`config.mk`:
```
export PLATFORM = sky130hd
export DESIGN_NAME = dmac_read_top
export DESIGN_NICKNAME = d
export VERILOG_FILES = /design/src/hdl/dmac_cfg_pkg.sv /design/src/hdl/dmac_cmd_pkg.sv /design/src/hdl/dmac_burst_splitter.sv /design/src/hdl/dmac_cmd_fifo.sv /design/src/hdl/dmac_read_mover.sv /design/src/hdl/dmac_read_top.sv
export SDC_FILE = /design/constraint.sdc
export NUM_CORES = 1
export LEC_CHECK = 0
export BUFFER_PORTS_ARGS = -buffer_cell sky130_fd_sc_hd__buf_4
export CORE_ASPECT_RATIO = 1.4
export CORE_MARGIN = 10
export CORE_UTILIZATION = 39
export DETAILED_ROUTE_END_ITERATION = 10
export SETUP_SLACK_MARGIN = 0.3
export SLEW_MARGIN = 40
export SYNTH_ARGS = -nofsm -noshare
export SYNTH_HDL_FRONTEND = slang
export SYNTH_SLANG_ARGS = --single-unit
```
`constraint.sdc`:
```
create_clock -name CLK0 -period 4.5 [get_ports CLK0]
set_clock_uncertainty 0.05 [all_clocks]
set_input_delay 0.225 -clock CLK0 [delete_from_list [all_inputs] [get_ports CLK0]]
set_output_delay 0.225 -clock CLK0 [all_outputs]
set_load 0.01 [all_outputs]
```
`src/hdl/dmac_cfg_pkg.sv`:
```
`default_nettype none

package dmac_cfg_pkg;

  //----------------------------------------------------------------------
  // bus geometry
  //----------------------------------------------------------------------
  localparam int EXT_ADDR_W  = 32;  // byte address
  localparam int DATA_W      = 32;
  localparam int BYTE_SHIFT  = 2;   // log2 bytes per word
  localparam int WORD_SIZE_W = 33;  // one bit above the address

  //----------------------------------------------------------------------
  // burst limits
  //----------------------------------------------------------------------
  // AXI bursts must not cross a 4 KB page
  localparam int BOUNDARY_W    = 12;
  localparam int MAX_BURST_LEN = 256;
  localparam int BLEN_W        = 8;  // arlen field

  //----------------------------------------------------------------------
  // command queues
  //----------------------------------------------------------------------
  localparam int CMD_FIFO_ADDR_W = 4;  // 16 entries, 15 usable

endpackage

`default_nettype wire

```
`src/hdl/dmac_cmd_pkg.sv`:
```
`default_nettype none

package dmac_cmd_pkg;

  import dmac_cfg_pkg::*;

  typedef logic [EXT_ADDR_W-1:0]  ext_addr_t;
  typedef logic [WORD_SIZE_W-1:0] word_size_t;  // in words
  typedef logic [BLEN_W-1:0]      burst_len_t;  // beats minus one
  typedef logic [DATA_W-1:0]      data_t;

  // queue entries
  localparam int REQ_CMD_W    = EXT_ADDR_W + WORD_SIZE_W;
  localparam int ISSUED_CMD_W = BLEN_W;

  // address in the upper bits, size in the lower
  typedef logic [REQ_CMD_W-1:0]    req_cmd_t;
  typedef logic [ISSUED_CMD_W-1:0] issued_cmd_t;

  // burst splitter
  typedef enum logic [2:0] {
    ST_IDLE,
    ST_CHECK,
    ST_ISSUE,
    ST_WAIT,
    ST_RECHECK
  } req_state_t;

endpackage

`default_nettype wire

```
`src/hdl/dmac_burst_splitter.sv`:
```
`timescale 1ns/1ns
`default_nettype none

module dmac_burst_splitter
  import dmac_cfg_pkg::*, dmac_cmd_pkg::*;
(
  input  wire              CLK0,
  input  wire              RST0,
  // request queue
  input  wire              req_empty,
  input  wire req_cmd_t    req_head,
  output logic             req_deq,
  // issued queue and mover
  input  wire              issued_full,
  input  wire              issued_empty,
  input  wire              mover_active,
  output logic             issued_enq,
  // AR channel
  output logic             arvalid,
  output ext_addr_t        araddr,
  output burst_len_t       arlen,
  input  wire              arready,
  output logic             req_busy
);

  req_state_t state;
  ext_addr_t  cur_addr;       // next burst start, word aligned
  word_size_t cur_size;       // words still to request
  word_size_t rest_for_bound; // words up to the 4 KB page end
  word_size_t size_cap;
  word_size_t burst_beats;
  word_size_t ar_beats;
  ext_addr_t  head_addr;
  word_size_t head_size;
  logic       ar_done;

  assign head_addr = req_head[REQ_CMD_W-1 -: EXT_ADDR_W];
  assign head_size = req_head[WORD_SIZE_W-1:0];

  function automatic ext_addr_t align_word(input ext_addr_t addr);
    align_word = {addr[EXT_ADDR_W-1:BYTE_SHIFT], {BYTE_SHIFT{1'b0}}};
  endfunction

  function automatic word_size_t words_to_bound(input ext_addr_t addr);
    words_to_bound = word_size_t'(1 << (BOUNDARY_W - BYTE_SHIFT))
                   - word_size_t'(addr[BOUNDARY_W-1:BYTE_SHIFT]);
  endfunction

  function automatic word_size_t cap_size(input word_size_t size);
    cap_size = (size <= word_size_t'(MAX_BURST_LEN)) ? size : word_size_t'(MAX_BURST_LEN);
  endfunction

  //----------------------------------------------------------------------
  // handshakes
  //----------------------------------------------------------------------
  assign req_deq     = (state == ST_IDLE) && !req_empty && !issued_full;
  assign ar_done     = (state == ST_WAIT) && arvalid && arready;
  assign issued_enq  = ar_done;  // arlen goes into the issued queue
  assign burst_beats = (size_cap <= rest_for_bound) ? size_cap : rest_for_bound;
  assign ar_beats    = word_size_t'(arlen) + word_size_t'(1);

  //----------------------------------------------------------------------
  // request FSM
  //----------------------------------------------------------------------
  always_ff @(posedge CLK0) begin
    if (RST0) begin
      state   <= ST_IDLE;
      arvalid <= 1'b0;
    end else begin
      case (state)
        ST_IDLE: begin
          if (req_deq) state <= ST_CHECK;
        end
        ST_CHECK: begin  // head entry is valid this cycle
          cur_addr       <= align_word(head_addr);
          cur_size       <= head_size;
          rest_for_bound <= words_to_bound(head_addr);
          size_cap       <= cap_size(head_size);
          if (head_size == '0) state <= ST_IDLE;
          else                 state <= ST_ISSUE;
        end
        ST_ISSUE: begin
          // a full issued queue holds the burst back
          if (!issued_full) begin
            arvalid <= 1'b1;
            araddr  <= cur_addr;
            arlen   <= burst_len_t'(burst_beats - word_size_t'(1));
            state   <= ST_WAIT;
          end
        end
        ST_WAIT: begin
          if (ar_done) begin
            arvalid  <= 1'b0;
            cur_size <= cur_size - ar_beats;
            cur_addr <= araddr + (ext_addr_t'(ar_beats) << BYTE_SHIFT);
            if (ar_beats == cur_size) state <= ST_IDLE;
            else                      state <= ST_RECHECK;
          end
        end
        ST_RECHECK: begin
          rest_for_bound <= words_to_bound(cur_addr);
          size_cap       <= cap_size(cur_size);
          state          <= ST_ISSUE;
        end
        default: state <= ST_IDLE;
      endcase
    end
  end

  // anything queued, in flight or moving
  always_ff @(posedge CLK0) begin
    if (RST0) begin
      req_busy <= 1'b0;
    end else begin
      req_busy <= (state != ST_IDLE) || !req_empty || !issued_empty || mover_active;
    end
  end

endmodule

`default_nettype wire

```
`src/hdl/dmac_cmd_fifo.sv`:
```
`timescale 1ns/1ns
`default_nettype none

module dmac_cmd_fifo
  import dmac_cfg_pkg::*;
#(
  parameter int DATA_W_ENTRY = 8
) (
  input  wire                     CLK0,
  input  wire                     RST0,
  input  wire                     enq,
  input  wire  [DATA_W_ENTRY-1:0] din,
  output logic                    full,
  output logic                    almost_full,
  input  wire                     deq,
  output logic [DATA_W_ENTRY-1:0] dout,
  output logic                    empty
);

  logic [CMD_FIFO_ADDR_W-1:0] head;
  logic [CMD_FIFO_ADDR_W-1:0] tail;
  logic [CMD_FIFO_ADDR_W-1:0] head_nxt;
  logic [CMD_FIFO_ADDR_W-1:0] tail_nxt;
  logic [CMD_FIFO_ADDR_W-1:0] tail_nxt_p1;
  logic [CMD_FIFO_ADDR_W-1:0] tail_nxt_p2;
  logic [CMD_FIFO_ADDR_W-1:0] rd_addr;
  logic                       do_enq;
  logic                       do_deq;

  logic [DATA_W_ENTRY-1:0] mem [2**CMD_FIFO_ADDR_W];

  assign do_enq = enq && !full;   // writes when full are dropped
  assign do_deq = deq && !empty;

  // pointers wrap by overflow, depth is a power of two
  assign head_nxt    = do_deq ? head + 1'b1 : head;
  assign tail_nxt    = do_enq ? tail + 1'b1 : tail;
  assign tail_nxt_p1 = tail_nxt + 1'b1;
  assign tail_nxt_p2 = tail_nxt + 2'd2;

  //----------------------------------------------------------------------
  // pointers and flags
  //----------------------------------------------------------------------
  always_ff @(posedge CLK0) begin
    if (RST0) begin
      head        <= '0;
      tail        <= '0;
      empty       <= 1'b1;
      full        <= 1'b0;
      almost_full <= 1'b0;
    end else begin
      head        <= head_nxt;
      tail        <= tail_nxt;
      // flags look at the pointers after this edge
      empty       <= (tail_nxt == head_nxt);
      full        <= (tail_nxt_p1 == head_nxt);
      almost_full <= (tail_nxt_p1 == head_nxt) || (tail_nxt_p2 == head_nxt);
    end
  end

  //----------------------------------------------------------------------
  // storage
  //----------------------------------------------------------------------
  always_ff @(posedge CLK0) begin
    if (do_enq) begin
      mem[tail] <= din;
    end
    rd_addr <= head;  // dout shows the entry that was head last cycle
  end

  assign dout = mem[rd_addr];

endmodule

`default_nettype wire

```
`src/hdl/dmac_read_mover.sv`:
```
`timescale 1ns/1ns
`default_nettype none

module dmac_read_mover
  import dmac_cfg_pkg::*, dmac_cmd_pkg::*;
(
  input  wire              CLK0,
  input  wire              RST0,
  // issued queue
  input  wire              issued_empty,
  input  wire issued_cmd_t issued_head,
  output logic             issued_deq,
  output logic             mover_active,
  // R channel
  input  wire              rvalid,
  input  wire data_t       rdata,
  output logic             rready,
  // core write port
  input  wire              core_write_almost_full,
  output logic             core_write_enable,
  output data_t            core_write_data
);

  logic              busy;
  logic              head_pending;  // deq issued, head shows next cycle
  logic [BLEN_W:0]   beat_cnt;      // up to 256
  logic              beat_acc;

  assign issued_deq   = !issued_empty && !head_pending && !busy;
  assign mover_active = busy || head_pending;

  assign rready            = busy && !core_write_almost_full;
  assign beat_acc          = rvalid && rready;
  assign core_write_enable = beat_acc;
  assign core_write_data   = rdata;

  //----------------------------------------------------------------------
  // beat counting
  //----------------------------------------------------------------------
  always_ff @(posedge CLK0) begin
    if (RST0) begin
      busy         <= 1'b0;
      head_pending <= 1'b0;
    end else begin
      head_pending <= issued_deq;
      if (busy) begin
        if (beat_acc) begin
          beat_cnt <= beat_cnt - 1'b1;
          if (beat_cnt == 1) busy <= 1'b0;  // last beat of the burst
        end
      end else if (head_pending) begin
        busy     <= 1'b1;
        beat_cnt <= {1'b0, issued_head} + 1'b1;  // len + 1
      end
    end
  end

endmodule

`default_nettype wire

```
`src/hdl/dmac_read_top.sv`:
```
`timescale 1ns/1ns
`default_nettype none

module dmac_read_top
  import dmac_cfg_pkg::*, dmac_cmd_pkg::*;
(
  input  wire              CLK0,
  input  wire              RST0,
  // request side
  input  wire              req_valid,
  input  wire ext_addr_t   req_ext_addr,
  input  wire word_size_t  req_word_size,
  output logic             req_ready,
  output logic             req_busy,
  // AR channel
  output logic             arvalid,
  output ext_addr_t        araddr,
  output burst_len_t       arlen,
  input  wire              arready,
  // R channel
  input  wire              rvalid,
  input  wire data_t       rdata,
  output logic             rready,
  // core write port
  input  wire              core_write_almost_full,
  output logic             core_write_enable,
  output data_t            core_write_data
);

  req_cmd_t    req_tail;
  req_cmd_t    req_head;
  logic        req_deq;
  logic        req_empty;
  logic        req_almost_full;

  issued_cmd_t issued_head;
  logic        issued_enq;
  logic        issued_deq;
  logic        issued_full;
  logic        issued_empty;
  logic        mover_active;

  // pack the request, address on top
  assign req_tail[REQ_CMD_W-1 -: EXT_ADDR_W] = req_ext_addr;
  assign req_tail[WORD_SIZE_W-1:0]           = req_word_size;

  // one slot of slack behind req_ready
  assign req_ready = !req_almost_full;

  //----------------------------------------------------------------------
  // queues
  //----------------------------------------------------------------------
  dmac_cmd_fifo #(.DATA_W_ENTRY(REQ_CMD_W)) u_req_fifo (
    .CLK0        (CLK0),
    .RST0        (RST0),
    .enq         (req_valid),
    .din         (req_tail),
    .full        (),
    .almost_full (req_almost_full),
    .deq         (req_deq),
    .dout        (req_head),
    .empty       (req_empty)
  );

  dmac_cmd_fifo #(.DATA_W_ENTRY(ISSUED_CMD_W)) u_issued_fifo (
    .CLK0        (CLK0),
    .RST0        (RST0),
    .enq         (issued_enq),
    .din         (arlen),
    .full        (issued_full),
    .almost_full (),
    .deq         (issued_deq),
    .dout        (issued_head),
    .empty       (issued_empty)
  );

  //----------------------------------------------------------------------
  // control and data path
  //----------------------------------------------------------------------
  dmac_burst_splitter u_splitter (
    .CLK0         (CLK0),
    .RST0         (RST0),
    .req_empty    (req_empty),
    .req_head     (req_head),
    .req_deq      (req_deq),
    .issued_full  (issued_full),
    .issued_empty (issued_empty),
    .mover_active (mover_active),
    .issued_enq   (issued_enq),
    .arvalid      (arvalid),
    .araddr       (araddr),
    .arlen        (arlen),
    .arready      (arready),
    .req_busy     (req_busy)
  );

  dmac_read_mover u_mover (
    .CLK0                   (CLK0),
    .RST0                   (RST0),
    .issued_empty           (issued_empty),
    .issued_head            (issued_head),
    .issued_deq             (issued_deq),
    .mover_active           (mover_active),
    .rvalid                 (rvalid),
    .rdata                  (rdata),
    .rready                 (rready),
    .core_write_almost_full (core_write_almost_full),
    .core_write_enable      (core_write_enable),
    .core_write_data        (core_write_data)
  );

endmodule

`default_nettype wire
```
==> reports/summary.txt, run 1 <==
=================================================================================
Async set-reset flop share out of synthesis                                    0%
Worst Reg2Reg Path Length in Cells                                             10
Syn-to-layout area delta                                                    16.2%
Gate count of the mapped netlist                                             2691
Reg-to-reg setup timing slack                                              630 ps
Switching Fraction                                                          25.3%
Distinct cell type count of the synthesized netlist                            61
Vertical extent of the die                                                 457 µm
Filler instances                                                            11500
Most instantiated cells after synthesis                              sky130_fd_sc_hd__edfxtp_1, sky130_fd_sc_hd__mux4_2, sky130_fd_sc_hd__nand2_1, sky130_fd_sc_hd__nor2_1, sky130_fd_sc_hd__xnor2_1
Num rows                                                                      160
Total core area                                                        136000 µm²
Clock Root Buffer                                                    sky130_fd_sc_hd__clkbuf_16
Data required time at the worst endpoint                                  5070 ps
Routed length per instance                                                25.8 µm
Final Wtd Congestion                                                        0.793
Setup Viol. Count Final                                                         0
Deepest level of the CTS H-tree                                                 4
Combinational fraction of design power                                      17.7%
Synthesized area                                                        53200 µm²
Shortest clock period the worst path allows after layout                  3870 ps
Via count of the first global-routing pass                                  28300
Status                                                                  completed
Largest cells by area after synthesis                                sky130_fd_sc_hd__edfxtp_1, sky130_fd_sc_hd__mux4_2, sky130_fd_sc_hd__xnor2_1
Final hold violations                                                           0
Element type at the critical path start                                      flop
Critical Path Slowest Stage Cell                                     sky130_fd_sc_hd__a2111oi_4
Setup repair after global routing missed its margin                         false
Clock network fraction of total power                                       35.1%
Total wire length                                                          126 mm
Share of cells above drive strength 1                                       24.9%
Net switching power                                                       7.85 mW
Overall global routing resource usage                                       16.4%
Drt via density                                                              5.45
TritonCTS clock tree                                                          yes
Synth area leader                                                    sky130_fd_sc_hd__edfxtp_1
First-pass GRT wire length                                                 187 mm
Area post-placement                                                     56800 µm²
Number of antenna violations at the first check in global routing              15
Kind of end point of the critical path                                       flop
Port buffer count                                                             113
Vias post-DR                                                                26500
Signal arrival time at the worst endpoint                                 4440 ps
Router iterations before antenna repair                                         5
Crit path kind                                                       flop to flop
Endpoint of the most critical setup path                             u_splitter.size_cap[6]
Number of standard cells in the layout, taps in and fillers out              4869
Biggest fanout along the worst timing path                                     23
Most repeated cell in the gate-level netlist after synthesis         sky130_fd_sc_hd__edfxtp_1
Cell count of the worst hold path                                               5
Maximum count of clock buffers along a single path                              3
Aggregate global routing overflow                                               0
Number of buffers added by the clock tree synthesis step                      130
Sequential group share of total power                                       47.2%
DRC marker count from the first detailed-route iteration                     2335
Clock Pin Slew Worst Setup and Hold Paths                                   60 ps
Antenna Violating Nets Remaining                                                0
CTS Sinks                                                                    1330
Leakage                                                                   19.6 nW
Part of the cycle the worst path needs                                      86.1%
Slowest Stage Delay on Critical Path                                       620 ps
Max-capacitance violation count                                                 0
Count of flip-flops with a built-in enable after synthesis                   1294
Post-route setup TNS                                                         0 ps
Portion of synthesized cell area occupied by the leading cell type          73.0%
Clock latency on the worst-skew pair                                       770 ps
Die area                                                               152000 µm²
Capturing point of the worst reg2reg path                            u_splitter.size_cap[6]
Horiz. Die Dim                                                             332 µm
Worst Max-Slew Pin Slew                                                    855 ps
Hold Path Class                                                      primary input to flop
Internal cell power                                                       23.2 mW
Synth Warn #                                                                    0
IR drop worst, VDD                                                       0.291 mV
Part of the Yosys area used for sequential elements                         74.4%
Sum of net half-perimeters after detailed placement                       75.9 mm
Largest net degree at the start of global routing                             107
Number of slew-limit violations in the final report                             0
Cell total after placement                                                   4558
Dominant register cell in the synthesized netlist                    sky130_fd_sc_hd__edfxtp_1
Relative slew margins                                                       42.9%
Final nets                                                                   3131
Final Cell Area                                                         61900 µm²
Maximum operating frequency                                             0.258 GHz
Ratio of total power to cell area                                      501 nW/µm²
Top Ports                                                                     180
Total of flip-flops plus latches after synthesis                             1330
CP cell instances                                                    buf_12, buf_12, buf_4, mux4_2, a22oi_1, nand2_1, nor4_1, nand2_1, a2111oi_4, a22o_1
Synthesized area per cell                                                19.8 µm²
Post-route DRC violation count                                                  0
Starting density of the core                                                39.2%
=================================================================================
-- flip-flops by register name (all words and copies together), names as in the netlist, 8 cells and up, named ones only --
| name | count |
|---|---|
| u_issued_fifo.mem | 128 |
| u_mover.beat_cnt | 9 |
| u_req_fifo.mem | 1008 |
| u_splitter.araddr | 32 |
| u_splitter.arlen | 8 |
| u_splitter.cur_addr | 32 |
| u_splitter.cur_size | 33 |
| u_splitter.rest_for_bound | 11 |
| u_splitter.size_cap | 33 |
-- layer usage --
| metal | vias up | GRT usage [%] | wire, µm |
|---|---|---|---|
| li1 | 11400 | - | - |
| met1 | 14100 | 20.1 | 49300 |
| met2 | 781 | 28.5 | 65300 |
| met3 | 234 | 3.59 | 7480 |
| met4 | 18 | 5.31 | 3610 |
| met5 | - | 0 | 117 |
-- placed cells by master, fill, tap and decap left out, types with 45 or more instances in the layout --
cell type                       count
sky130_fd_sc_hd__o21ai_0           68
sky130_fd_sc_hd__clkbuf_16        133
sky130_fd_sc_hd__edfxtp_1        1294
sky130_fd_sc_hd__nor2_1            81
sky130_fd_sc_hd__inv_1             45
sky130_fd_sc_hd__buf_4            176
sky130_fd_sc_hd__ha_1              48
sky130_fd_sc_hd__mux4_2           317
sky130_fd_sc_hd__xnor2_1           83
sky130_fd_sc_hd__nand2_1          158
sky130_fd_sc_hd__dlygate4sd3_1     68
-- per-stage QoR --
step	hold WS [ps]	setup slack, ps	utilization [%]	power, mW
final	72.0	625	45.6	31.0
after global routing	118	314	45.6	32.3
after CTS	9.74	434	45.5	31.3
after detailed placement	315	426	41.9	20.4
after global placement	310	377	41.6	20.2
after floorplan	274	340	-	18.7
-- critical path, delay by kind of cell (launching register included) --
family                 cells  cell delay, ps
AOI/OAI and AO/OA          3            1030
and+or+nand+nor            3             840
buffers and inverters      3             680
DFF                        1             570
muxes                      1             520
-- what timing repair did --
action | CTS | global route
hold buffers | 68 | 0
buffers inserted | 0 | 2
endpoints found under the setup margin | 0 | 9
endpoints found under the hold margin | 1036 | 0
gates resized for setup | 0 | 0
-- worst min-delay path by stage --
stage / startpoint / to / slack [ps]
2_1_floorplan: req_word_size[0] / u_req_fifo.mem[0][0] / 270
3_3_place_gp: u_issued_fifo.head[3] / flop / 310
3_5_place_dp: u_req_fifo.head[3] / flop / 310
4_1_cts: req_valid / u_req_fifo.tail[1] / 10
5_1_grt: req_valid / u_req_fifo.tail[0] / 120
6_report: req_valid / u_req_fifo.tail[1] / 70
-- cell type report --
cell class	count	area [µm²]	share of cell area, %
clock buffers	169	3470	5.62
well taps	1782	2230	3.60
clock inverters	67	807	1.30
inverters	46	173	0.279
flip-flops and latches	1330	39600	64.0
multi-input cells	1191	12900	20.8
repair buffers	279	2680	4.34
diodes	5	12.5	0.0202
-- logic make-up after synthesis --
kind of cell,share of synthesized area (%)
flops,74.4
buf+inv,1.84
mux,14.3
xor+xnor,1.97
simple gates,3.87
fa+ha+maj,1.20
other cells,0.00705
compound gates,2.49
-- power groups by stage --
stage / combinational (mW) / sequential [mW] / clock, mW
after global placement: 5.21 / 15.0 / 0
after global routing: 5.97 / 14.7 / 11.6
after CTS: 5.53 / 14.7 / 11.1
after detailed placement: 5.44 / 14.9 / 0
after floorplan: 3.95 / 14.8 / 0
final: 5.48 / 14.6 / 10.9
Note: power is estimated with default switching activity, not from simulation.
==> run 2: changes to the inputs <==
--- a/config.mk
+++ b/config.mk
@@ -6,9 +6,10 @@
 export NUM_CORES = 1
 export LEC_CHECK = 0
 export BUFFER_PORTS_ARGS = -buffer_cell sky130_fd_sc_hd__buf_4
+export CAP_MARGIN = 0
 export CORE_ASPECT_RATIO = 1.4
 export CORE_MARGIN = 10
-export CORE_UTILIZATION = 39
+export CORE_UTILIZATION = 40
 export DETAILED_ROUTE_END_ITERATION = 10
 export SETUP_SLACK_MARGIN = 0.3
 export SLEW_MARGIN = 40
==> reports/summary.txt, run 2 (same netlist as run 1, synthesis figures left out) <==
================================================================================
Total wire length                                                         126 mm
Final nets                                                                  3109
Maximum operating frequency                                            0.255 GHz
Met3 track utilization from global routing                                 2.56%
Clock network fraction of total power                                      35.0%
Vertical extent of the die                                                452 µm
Signal arrival time at the worst endpoint                                4470 ps
Max-capacitance violation count                                                0
First-pass GRT wire length                                                187 mm
Num rows                                                                     158
Switching Fraction                                                         25.3%
Largest net degree at the start of global routing                            103
Most common library cell in the layout ignoring fill and taps       sky130_fd_sc_hd__edfxtp_1
Part of the cycle the worst path needs                                     87.2%
Routed length per instance                                               26.0 µm
Total core area                                                       132000 µm²
Maximum count of clock buffers along a single path                             3
Hold Path Class                                                     primary input to flop
Relative slew margins                                                      42.3%
Port buffer count                                                            113
Post-route setup slack                                                    576 ps
Share of cells above drive strength 1                                      24.7%
Worst Hold Margin                                                        98.5 ps
Largest register FFs                                                        1008
Number of standard cells in the layout, taps in and fillers out             4821
Data required time at the worst endpoint                                 5040 ps
Cell total after placement                                                  4523
Number of antenna violations at the first check in global routing             14
Deepest level of the CTS H-tree                                                3
Worst Max-Slew Pin Slew                                                   863 ps
Clock Root Buffer                                                   sky130_fd_sc_hd__clkbuf_16
Number of buffers added by the clock tree synthesis step                     121
Worst-case setup slack after placement                                    143 ps
Via count of the first global-routing pass                                 28000
Global routing's busiest layer                                              met2
Vias post-DR                                                               26500
CTS Sinks                                                                   1330
Post-route DRC violation count                                                 0
Final Wtd Congestion                                                       0.831
DRC marker count from the first detailed-route iteration                    2469
Syn-to-layout area delta                                                   15.5%
Post-route setup TNS                                                        0 ps
Registers with the most flip-flops                                  u_req_fifo.mem: 1008 flops, u_issued_fifo.mem: 128 flops
Sequential group share of total power                                      47.5%
Combinational fraction of design power                                     17.5%
Crit path kind                                                      flop to flop
Setup repair after global routing missed its margin                        false
Net switching power                                                      7.82 mW
Starting density of the core                                               40.2%
Met2 GRT Util                                                              29.0%
Ratio of total power to cell area                                     502 nW/µm²
Status                                                                 completed
Number of slew-limit violations in the final report                            0
Biggest fanout along the worst timing path                                    42
Router iterations before antenna repair                                        5
Register with the most flip-flops                                   u_req_fifo.mem
Kind of end point of the critical path                                      flop
Horiz. Die Dim                                                            328 µm
Aggregate global routing overflow                                              0
Leakage                                                                  19.5 nW
Antenna Violating Nets Remaining                                               0
Clock latency on the worst-skew pair                                      780 ps
Clock Pin Slew Worst Setup and Hold Paths                                  60 ps
Worst min-delay path startpoint                                        req_valid
TritonCTS clock tree                                                         yes
Drt via density                                                             5.49
Element type at the critical path start                                     flop
Overall global routing resource usage                                      16.8%
Setup Viol. Count Final                                                        0
Final hold violations                                                          0
Sum of net half-perimeters after detailed placement                      74.1 mm
Global routing usage on met1                                               21.7%
Highest-count cells in the layout ignoring fill and taps            sky130_fd_sc_hd__edfxtp_1, sky130_fd_sc_hd__mux4_2, sky130_fd_sc_hd__buf_4
Shortest clock period the worst path allows after layout                 3920 ps
IR drop worst, VDD                                                      0.354 mV
Top Ports                                                                    180
Die area                                                              148000 µm²
Internal cell power                                                      23.0 mW
================================================================================
-- run 2: changes by cell type in the layout (fill, tap and decap cells not counted), sizes merged, moves of 2 or more --
cell | previous run | this run
clkbuf | 170 | 137
bufinv | 12 | 20
clkinv | 49 | 55
clkinvlp | 2 | 10
buf | 210 | 198
diode | 5 | 3
-- run 2: worst max-delay path, stage by stage (launching register included) --
cell and delay (ps):
sky130_fd_sc_hd__dfxtp_4 630, sky130_fd_sc_hd__buf_12 350, sky130_fd_sc_hd__buf_4 430, sky130_fd_sc_hd__mux2i_1 350, sky130_fd_sc_hd__nand3_1 130, sky130_fd_sc_hd__a2111oi_1 630, sky130_fd_sc_hd__buf_4 210, sky130_fd_sc_hd__nand3_1 210
sky130_fd_sc_hd__a2111oi_4 510, sky130_fd_sc_hd__a22o_1 230
-- run 2: path summary, 6_finish.rpt --
path	endpoint	slack (ps)	cells past startpoint
min	u_req_fifo.tail[1]	100	5
max reg2reg	u_splitter.size_cap[4]	580	9
max	u_splitter.size_cap[4]	580	9
min reg2reg	flop	320	0
-- run 2: layout make-up --
class,count,area (µm²)
Fill cell,10900,70800
Sequential cell,1330,39600
Multi-Input combinational cell,1191,12900
Clock buffer,137,3120
Timing Repair Buffer,266,2440
Tap cell,1760,2200
Clock inverter,88,1090
Inverter,46,173
Antenna cell,3,7.51
-- run 2: metal layers --
metal  vias to the layer above  wire [µm]
li1                      11400          -
met1                     14100      51500
met2                       776      64500
met3                       200       6350
met4                        12       3140
met5                         -         70
-- run 2: power by group through the flow --
stage               sequential, mW  combinational, mW  clock [mW]
detailed placement            15.0               5.35           0
finish                        14.7               5.39        10.8
global route                  14.7               5.87        11.5
floorplan                     14.8               3.95           0
global placement              14.9               5.18           0
CTS                           14.7               5.50        11.0
-- run 2: repair_timing --
item,4_1_cts,5_1_grt
hold buffers,68,0
buffers inserted,1,0
setup endpoints to repair,10,9
gates resized for setup,0,1
endpoints found under the hold margin,1036,0
-- run 2: stage by stage --
stage	cell area [µm²]	total power, mW	util (%)
floorplan	53300	18.7	-
global placement	56500	20.1	42.7
detailed placement	56500	20.3	42.7
CTS	61400	31.2	46.5
global route	61500	32.1	46.5
finish	61500	30.9	46.5
